### src/common/gameIo_settings.svh
// Address map, VGA timing and sizes of the game I/O subsystem
// Included by the package, the RTL modules and the testbench
`ifndef GAME_IO_SETTINGS_SVH
`define GAME_IO_SETTINGS_SVH

// Register map, byte addresses on the APB side
`define ADDR_PLAYER1   12'h100
`define ADDR_PLAYER2   12'h104
`define ADDR_BUTTONS   12'h108
`define ADDR_GPIO_OUT  12'h10C
`define ADDR_LEDS      12'h110

`define RAM_WORDS      64       // Scratch memory at 0x000..0x0FC

`define BUTTON_COUNT   16       // Controller pins in use
`define GPIO_OUT_BITS  3        // General output pins
`define LED_BITS       16       // LED word width
`define SPRITE_SIZE    16       // Player square edge in pixels

// 640x480 horizontal timing, in pixel clocks
`define H_ACTIVE       640
`define H_FRONT        16
`define H_SYNC         96
`define H_BACK         48
`define H_TOTAL        (`H_ACTIVE + `H_FRONT + `H_SYNC + `H_BACK)

// Vertical timing, in lines
`define V_ACTIVE       480
`define V_FRONT        10
`define V_SYNC         2
`define V_BACK         33
`define V_TOTAL        (`V_ACTIVE + `V_FRONT + `V_SYNC + `V_BACK)

`endif

### src/common/gamePkg.sv
// Shared types of the game I/O subsystem
// Referenced by scoped names from the RTL and the testbench
`include "gameIo_settings.svh"

package gamePkg;

	typedef logic [31:0] word_t;                    // Bus data word
	typedef logic [11:0] busAddr_t;                 // Byte address
	typedef logic [`BUTTON_COUNT-1:0] buttons_t;    // One bit per button
	typedef logic [9:0] coordX_t;                   // Pixel column
	typedef logic [9:0] coordY_t;                   // Pixel line
	typedef logic [11:0] color4_t;                  // 4:4:4 color, red on top

	// Master side of APB
	typedef struct packed {
		logic     psel;
		logic     penable;
		logic     pwrite;
		busAddr_t paddr;
		word_t    pwdata;
	} apbReq_t;

	// Slave side of APB
	typedef struct packed {
		logic  pready;
		word_t prdata;
		logic  pslverr;
	} apbRsp_t;

	// Player register layout, 32 bits
	typedef struct packed {
		color4_t color;
		coordY_t y;
		coordX_t x;
	} playerDesc_t;

	// Raster position from the timing block
	typedef struct packed {
		coordX_t x;
		coordY_t y;
		logic    active;     // Inside 640x480
		logic    hSync;      // Active low
		logic    vSync;      // Active low
	} pixelPos_t;

	// Pins toward the DAC
	typedef struct packed {
		logic       hs;
		logic       vs;
		logic       blankN;
		logic [7:0] r;
		logic [7:0] g;
		logic [7:0] b;
	} vgaOut_t;

endpackage

### src/mmio/controllerSync.sv
// Brings the controller pins into the clock domain and keeps sticky press flags
// The bridge clears the flags when the button register is read
`timescale 1ns/1ps
`include "gameIo_settings.svh"

module controllerSync (
	input  logic              clock,
	input  logic              rst,
	input  gamePkg::buttons_t pins,
	input  logic              clearSticky,
	output gamePkg::buttons_t level,
	output gamePkg::buttons_t sticky
);

	gamePkg::buttons_t syncFirst;     // Metastability stage
	gamePkg::buttons_t syncSecond;    // Settled level
	gamePkg::buttons_t levelPrev;     // Level one cycle back
	gamePkg::buttons_t pressEdge;
	gamePkg::buttons_t stickyReg;

	assign pressEdge = syncSecond & ~levelPrev;    // Rising edges only

	always_ff @(posedge clock) begin
		if (rst) begin
			syncFirst  <= '0;
			syncSecond <= '0;
			levelPrev  <= '0;
		end else begin
			syncFirst  <= pins;
			syncSecond <= syncFirst;
			levelPrev  <= syncSecond;
		end
	end

	// A new edge wins over a clear in the same cycle
	always_ff @(posedge clock) begin
		if (rst) begin
			stickyReg <= '0;
		end else if (clearSticky) begin
			stickyReg <= pressEdge;
		end else begin
			stickyReg <= stickyReg | pressEdge;
		end
	end

	assign level  = syncSecond;    // Two cycles after the pin
	assign sticky = stickyReg;     // Three cycles after a press

endmodule

### src/mmio/mmioBridge.sv
// APB slave for the scratch memory and the game register map
// Zero wait states; read data and errors are formed in the access phase
`timescale 1ns/1ps
`include "gameIo_settings.svh"

module mmioBridge (
	input  logic                      clock,
	input  logic                      rst,
	input  gamePkg::apbReq_t          apbIn,
	output gamePkg::apbRsp_t          apbOut,
	input  gamePkg::buttons_t         level,
	input  gamePkg::buttons_t         sticky,
	output logic                      clearSticky,
	output gamePkg::playerDesc_t      player1,
	output gamePkg::playerDesc_t      player2,
	output logic [`GPIO_OUT_BITS-1:0] gpioOutput,
	output logic [`LED_BITS-1:0]      leds
);

	localparam int RamAddrBits = $clog2(`RAM_WORDS);

	gamePkg::word_t mem [`RAM_WORDS];    // Scratch words
	gamePkg::word_t readData;

	logic [RamAddrBits-1:0] ramIndex;
	logic access;
	logic aligned;
	logic hitRam;
	logic hitP1;
	logic hitP2;
	logic hitButtons;
	logic hitGpio;
	logic hitLeds;
	logic mapped;
	logic badAccess;
	logic writeEn;

	assign access   = apbIn.psel & apbIn.penable;       // Second cycle of a transfer
	assign aligned  = (apbIn.paddr[1:0] == 2'b00);
	assign ramIndex = apbIn.paddr[RamAddrBits+1:2];     // Word index

	// Address decode
	assign hitRam     = aligned && (apbIn.paddr < (`RAM_WORDS * 4));
	assign hitP1      = (apbIn.paddr == `ADDR_PLAYER1);
	assign hitP2      = (apbIn.paddr == `ADDR_PLAYER2);
	assign hitButtons = (apbIn.paddr == `ADDR_BUTTONS);
	assign hitGpio    = (apbIn.paddr == `ADDR_GPIO_OUT);
	assign hitLeds    = (apbIn.paddr == `ADDR_LEDS);
	assign mapped     = hitRam | hitP1 | hitP2 | hitButtons | hitGpio | hitLeds;

	// Unmapped, misaligned, or a write to the read-only button word
	assign badAccess = access & (~mapped | ~aligned | (apbIn.pwrite & hitButtons));
	assign writeEn   = access & apbIn.pwrite & ~badAccess;

	assign clearSticky = access & ~apbIn.pwrite & hitButtons;    // Read clears flags

	always_ff @(posedge clock) begin
		if (writeEn && hitRam) begin
			mem[ramIndex] <= apbIn.pwdata;
		end
	end

	always_ff @(posedge clock) begin
		if (rst) begin
			player1    <= '0;
			player2    <= '0;
			gpioOutput <= '0;
			leds       <= '0;
		end else if (writeEn) begin
			if (hitP1) player1 <= gamePkg::playerDesc_t'(apbIn.pwdata);
			if (hitP2) player2 <= gamePkg::playerDesc_t'(apbIn.pwdata);
			if (hitGpio) gpioOutput <= apbIn.pwdata[`GPIO_OUT_BITS-1:0];    // Low bits kept
			if (hitLeds) leds <= apbIn.pwdata[`LED_BITS-1:0];
		end
	end

	// Read mux, only driven in the access phase
	always_comb begin
		readData = '0;
		if (access && !badAccess) begin
			if (hitRam) begin
				readData = mem[ramIndex];
			end else if (hitP1) begin
				readData = gamePkg::word_t'(player1);
			end else if (hitP2) begin
				readData = gamePkg::word_t'(player2);
			end else if (hitButtons) begin
				readData = gamePkg::word_t'({sticky, level});    // Flags over levels
			end else if (hitGpio) begin
				readData = gamePkg::word_t'(gpioOutput);
			end else if (hitLeds) begin
				readData = gamePkg::word_t'(leds);
			end
		end
	end

	assign apbOut.pready  = 1'b1;    // Never stalls
	assign apbOut.prdata  = readData;
	assign apbOut.pslverr = badAccess;

endmodule

### src/vga/vgaTiming.sv
// Raster counters for 640x480 at one pixel per clock
// Gives the position, the active window and both syncs every cycle
`timescale 1ns/1ps
`include "gameIo_settings.svh"

module vgaTiming (
	input  logic               clock,
	input  logic               rst,
	output gamePkg::pixelPos_t pos
);

	localparam gamePkg::coordX_t HLast      = gamePkg::coordX_t'(`H_TOTAL - 1);
	localparam gamePkg::coordY_t VLast      = gamePkg::coordY_t'(`V_TOTAL - 1);
	localparam gamePkg::coordX_t HSyncStart = gamePkg::coordX_t'(`H_ACTIVE + `H_FRONT);
	localparam gamePkg::coordX_t HSyncEnd   = gamePkg::coordX_t'(`H_ACTIVE + `H_FRONT + `H_SYNC);
	localparam gamePkg::coordY_t VSyncStart = gamePkg::coordY_t'(`V_ACTIVE + `V_FRONT);
	localparam gamePkg::coordY_t VSyncEnd   = gamePkg::coordY_t'(`V_ACTIVE + `V_FRONT + `V_SYNC);

	gamePkg::coordX_t hCount;    // Column 0..799
	gamePkg::coordY_t vCount;    // Line 0..524
	logic lineEnd;
	logic frameEnd;

	assign lineEnd  = (hCount == HLast);
	assign frameEnd = (vCount == VLast);

	always_ff @(posedge clock) begin
		if (rst) begin
			hCount <= '0;
			vCount <= '0;
		end else if (lineEnd) begin
			hCount <= '0;
			if (frameEnd) begin
				vCount <= '0;    // Back to the top line
			end else begin
				vCount <= vCount + 10'd1;
			end
		end else begin
			hCount <= hCount + 10'd1;
		end
	end

	assign pos.x      = hCount;
	assign pos.y      = vCount;
	assign pos.active = (hCount < gamePkg::coordX_t'(`H_ACTIVE)) &&
	                    (vCount < gamePkg::coordY_t'(`V_ACTIVE));

	// Syncs are low inside their pulse window
	assign pos.hSync = ~((hCount >= HSyncStart) && (hCount < HSyncEnd));    // 656..751
	assign pos.vSync = ~((vCount >= VSyncStart) && (vCount < VSyncEnd));    // 490..491

endmodule

### src/vga/spriteRenderer.sv
// Colors each pixel from the two player squares, player 1 in front
// Descriptors are sampled once per frame at the start of the vsync line
`timescale 1ns/1ps
`include "gameIo_settings.svh"

module spriteRenderer (
	input  logic                 clock,
	input  logic                 rst,
	input  gamePkg::pixelPos_t   pos,
	input  gamePkg::playerDesc_t player1,
	input  gamePkg::playerDesc_t player2,
	output gamePkg::vgaOut_t     vga
);

	localparam gamePkg::coordY_t LoadLine = gamePkg::coordY_t'(`V_ACTIVE + `V_FRONT);

	gamePkg::playerDesc_t frameP1;    // Copy used for the whole frame
	gamePkg::playerDesc_t frameP2;
	gamePkg::color4_t pixelColor;
	logic frameLoad;
	logic inP1;
	logic inP2;

	// Square test widened by one bit so the far edge cannot wrap
	function automatic logic inSprite(
		input gamePkg::playerDesc_t p,
		input gamePkg::coordX_t     x,
		input gamePkg::coordY_t     y
	);
		logic [10:0] xEnd;
		logic [10:0] yEnd;
		xEnd = {1'b0, p.x} + 11'(`SPRITE_SIZE);
		yEnd = {1'b0, p.y} + 11'(`SPRITE_SIZE);
		return (x >= p.x) && ({1'b0, x} < xEnd) && (y >= p.y) && ({1'b0, y} < yEnd);
	endfunction

	assign frameLoad = (pos.y == LoadLine) && (pos.x == '0);    // Line 490, column 0
	assign inP1 = inSprite(frameP1, pos.x, pos.y);
	assign inP2 = inSprite(frameP2, pos.x, pos.y);

	always_comb begin
		if (!pos.active) begin
			pixelColor = '0;    // Blanking is black
		end else if (inP1) begin
			pixelColor = frameP1.color;
		end else if (inP2) begin
			pixelColor = frameP2.color;
		end else begin
			pixelColor = '0;    // Background
		end
	end

	always_ff @(posedge clock) begin
		if (rst) begin
			frameP1    <= '0;
			frameP2    <= '0;
			vga.hs     <= 1'b1;    // Syncs idle high
			vga.vs     <= 1'b1;
			vga.blankN <= 1'b0;
			vga.r      <= '0;
			vga.g      <= '0;
			vga.b      <= '0;
		end else begin
			if (frameLoad) begin
				frameP1 <= player1;
				frameP2 <= player2;
			end
			vga.hs     <= pos.hSync;    // One stage, aligned with color
			vga.vs     <= pos.vSync;
			vga.blankN <= pos.active;
			vga.r      <= {pixelColor[11:8], pixelColor[11:8]};    // Nibble repeated
			vga.g      <= {pixelColor[7:4], pixelColor[7:4]};
			vga.b      <= {pixelColor[3:0], pixelColor[3:0]};
		end
	end

endmodule

### src/gameIoTop.sv
// Top of the game I/O subsystem with APB in, controller pins, outputs and VGA
// Joins the bridge, the button synchronizer, the raster timing and the renderer
`timescale 1ns/1ps
`include "gameIo_settings.svh"

module gameIoTop (
	input  logic                      clock,
	input  logic                      rst,
	input  gamePkg::apbReq_t          apbIn,
	output gamePkg::apbRsp_t          apbOut,
	input  gamePkg::buttons_t         gpio,
	output logic [`GPIO_OUT_BITS-1:0] gpioOutput,
	output logic [`LED_BITS-1:0]      leds,
	output gamePkg::vgaOut_t          vga
);

	gamePkg::buttons_t level;           // Synchronized pins
	gamePkg::buttons_t sticky;          // Press flags
	logic clearSticky;
	gamePkg::playerDesc_t player1;
	gamePkg::playerDesc_t player2;
	gamePkg::pixelPos_t pos;            // Raster position

	controllerSync u_controllerSync (
		.clock       (clock),
		.rst         (rst),
		.pins        (gpio),
		.clearSticky (clearSticky),
		.level       (level),
		.sticky      (sticky)
	);

	mmioBridge u_mmioBridge (
		.clock       (clock),
		.rst         (rst),
		.apbIn       (apbIn),
		.apbOut      (apbOut),
		.level       (level),
		.sticky      (sticky),
		.clearSticky (clearSticky),
		.player1     (player1),
		.player2     (player2),
		.gpioOutput  (gpioOutput),
		.leds        (leds)
	);

	vgaTiming u_vgaTiming (
		.clock (clock),
		.rst   (rst),
		.pos   (pos)
	);

	spriteRenderer u_spriteRenderer (
		.clock   (clock),
		.rst     (rst),
		.pos     (pos),
		.player1 (player1),
		.player2 (player2),
		.vga     (vga)
	);

endmodule

### config.mk
export PLATFORM = sky130hd
export DESIGN_NAME = gameIoTop
export DESIGN_NICKNAME = d
export VERILOG_FILES = /design/src/common/gamePkg.sv /design/src/mmio/controllerSync.sv /design/src/mmio/mmioBridge.sv /design/src/vga/vgaTiming.sv /design/src/vga/spriteRenderer.sv /design/src/gameIoTop.sv
export VERILOG_INCLUDE_DIRS = /design/src /design/src/common
export SDC_FILE = /design/constraint.sdc
export NUM_CORES = 2
export LEC_CHECK = 0
export BUFFER_PORTS_ARGS = -buffer_cell sky130_fd_sc_hd__buf_2
export CAP_MARGIN = 20
export CORE_ASPECT_RATIO = 1.5
export CORE_MARGIN = 1
export CORE_UTILIZATION = 50
export CTS_BUF_LIST = sky130_fd_sc_hd__clkbuf_8
export DETAILED_ROUTE_END_ITERATION = 7
export PLACE_DENSITY = 0.66
export SLEW_MARGIN = 10
export SYNTH_ARGS = -nofsm -noshare
export SYNTH_HDL_FRONTEND = slang
export SYNTH_SLANG_ARGS = --single-unit
### constraint.sdc
create_clock -name clock -period 13 [get_ports clock]
set_input_delay 0.65 -clock clock [delete_from_list [all_inputs] [get_ports clock]]
set_output_delay 0.65 -clock clock [all_outputs]
set_load 0.02 [all_outputs]
==> results.py <==
metrics = {
    "floorplanning": {
        "die_area_um2": 181000,
        "io_pins": 145,
        "initial_core_util_pct": 50.3,
        "die_h_um": 521,
        "num_rows": 190,
        "core-area_um2": 179000,
        "die_w_um": 348,
    },
    "finish": {
        "multiInputGateArea_um2": 22200,
        "final_util_pct": 56.0,
        "stdcell_area_um2": 100000,
        "drive_gt1_share_pct": 24.8,
        "fillers": 13500,
        "layout.nets": 5296,
        "final_common_cell": "edfxtp_1",
        "seqCellArea_um2": 66400,
        "finalNonFillerCells": 7805,
        "synthToLayoutAreaGrowth_pct": 11.2,
        "final_cell_mix": "edfxtp_1 (2048), mux4_2 (527), nand2_1 (389), clkbuf_8 (341), dfxtp_1 (246)",
    },
    "routing": {
        "ant_nets": 0,
        "vias": 49400,
        "drtIter0Drc": 6454,
        "vias_per_cell": 6.32,
        "drt-pass1-iter-count": 6,
        "drc": 0,
        "wirelength_um": 263000,
        "wl_per_cell_um": 33.6,
    },
    "placement": {
        "dp.cells": 7210,
        "port_buffers": 143,
        "dpl-instance-area_um2": 93800,
        "place.gp.congestion": 0.944,
        "dp_worst_setup_slack_ns": 6.89,
        "hpwl_um": 155000,
    },
    "clock_network": {
        "root_buffer": "clkbuf_8",
        "cts.clk_slew.worst_paths_ns": 0.06,
        "cts_buffer_depth": 4,
        "cts_tree": "yes",
        "htreeDepth": 5,
        "clock_latency_ns": 0.92,
        "clkSinkCount": 2294,
        "ctsResizeCount": 0,
        "cts_buffers": 323,
    },
    "synthesis": {
        "yosys_warnings": 0,
        "avgSynthCellArea_um2": 18.8,
        "synth-seq-cells": 2294,
        "synthCells": 4792,
        "synth-main-ff-cell": "edfxtp_1",
        "yosysSeqAreaShare_pct": 73.9,
        "syn_nets": 4929,
        "async_flop_share_pct": 0,
        "yosysUniqueCellTypes": 77,
        "synth_edf_count": 2048,
        "syn_area_um2": 89900,
    },
    "critical_path": {
        "arrival_ns": 5.35,
        "critPathCapture": "apbOut[27]",
        "worst_setup_path_start_kind": "primary input",
        "startpoint": "apbIn[34]",
        "required_ns": 12.35,
        "ff2ff_path_depth": 10,
        "crit_cells": 9,
        "cp_slowest_cell": "buf_4",
        "worstSetupEndpointType": "output port",
        "crit_family": "buffers and inverters",
        "path_max_fanout": 88,
        "cp_slowest_stage_delay_ns": 0.75,
        "path_buf_inv": 4,
        "criticalPathCategory": "in -> out",
        "path_cells": "buf_8 > buf_12 > buf_4 > mux4_2 > o22ai_1 > o31ai_1 > o21ai_0 > o32ai_1 > buf_2",
        "worstReg2RegEnd": "u_spriteRenderer.vga[3]",
        "r2r_slack_ns": 9.33,
        "r2r-start": "u_vgaTiming.hCount[8]",
    },
    "pwr": {
        "ir_worst_vdd_uv": 75.2,
        "power_mw": 13.9,
        "leakagePower_nw": 31.8,
        "powerDensity_nw_per_um2": 139,
    },
    "global_route": {
        "grt_pass1_vias": 49100,
        "grt_pass1_wl_um": 365000,
        "overflow": 0,
        "antenna_found_initial": 20,
        "grt_max_degree": 114,
        "grt_usage_pct": 28.8,
    },
    "min_path": {
        "min_from": "rst",
        "min_path_type": "in -> reg",
        "min_delay_path_depth": 2,
    },
    "run": {
        "drv_cap": 0,
    },
    "timing": {
        "fin_crit_ns": 6.00,
        "hold_ws_ns": 0.108,
        "hold_violations": 0,
        "fin_ws_ns": 7.00,
        "tightest_slew_ns": 1.22,
        "slew-limit-headroom_pct": 18.6,
        "post-route-period-util_pct": 46.1,
        "setup-violations-final": 0,
        "fin_skew_ns": 0.0511,
        "fin_setup_tns_ns": 0,
        "rsz0062_at_grt": "false",
        "slew_violations": 0,
        "fmax_mhz": 167,
    },
    "run_status": {
        "status": "finished, final reports clean",
    },
}
routing by layer:
metal	vias to the layer above	wire [µm]	GRT usage, %
met3	680	24800	5.76
met2	2966	130000	48.3
met5	-	79	0
li1	20000	-	-
met4	12	15500	15.0
met1	25700	91700	35.3
where the power goes:
part	switching (mW)	internal (mW)	leakage [nW]
clock network	2.69	2.52	3.26
registers	0.00787	8.03	20.4
logic	0.439	0.234	8.13
total	3.13	10.8	31.8
cells by family (layout without fill, tap and decap cells):
logic type,Yosys count,count (layout),share of synthesized area [%]
compound gates,554,554,3.88
fa+ha+maj,72,72,1.00
simple gates,832,832,4.12
xor+xnor,32,32,0.312
flops,2294,2294,73.9
buf+inv,347,948,2.01
other cells,1,13,0.00417
mux,660,660,14.8
Yosys cell counts (all sizes together) (34+ instances only):
master     n  area, µm²
nor2     196        761
ha        72        901
a211oi    34        255
nand3     46        230
nand2    390       1460
a21oi    228       1140
dfxtp    246       4920
nor2b     86        538
o22ai     69        432
mux2i    112       1120
mux4     529      11900
inv       66        248
o21ai     63        315
clkbuf   117        439
edfxtp  2048      61500
buf      163       1120
state kept, by name (all words and copies together) (netlist names):
name                        cells
u_controllerSync.syncFirst     16
u_vgaTiming.hCount             10
u_spriteRenderer.vga           15
u_vgaTiming.vCount             10
u_spriteRenderer.frameP1       32
u_mmioBridge.leds              16
u_mmioBridge.player1           32
u_mmioBridge.mem             2048
u_controllerSync.level         16
u_mmioBridge.player2           32
u_controllerSync.sticky        16
u_spriteRenderer.frameP2       32
u_mmioBridge.gpioOutput         3
u_controllerSync.levelPrev     16
layout make-up:
type	count	share of cell area, %
clock buffer	341	4.70
multi-input combinational	2151	22.2
clock inverter	218	1.07
timing repair buffer	322	2.33
inverter	67	0.252
tap	2400	3.00
sequential	2294	66.5
antenna	12	0.0300
how the worst min path moves through the flow:
stage	end
finish	u_controllerSync.syncFirst[11]
global route	u_controllerSync.syncFirst[13]
CTS	u_controllerSync.syncFirst[11]
detailed placement	u_controllerSync.level[12]
global placement	u_controllerSync.level[10]
floorplan	u_controllerSync.level[0]
what timing repair did:
action	CTS	global route
buffers inserted	0	0
endpoints found under the setup margin	0	0
hold buffers	16	0
endpoints found under the hold margin	16	0
No activity file was read; power rests on OpenSTA's default activity.
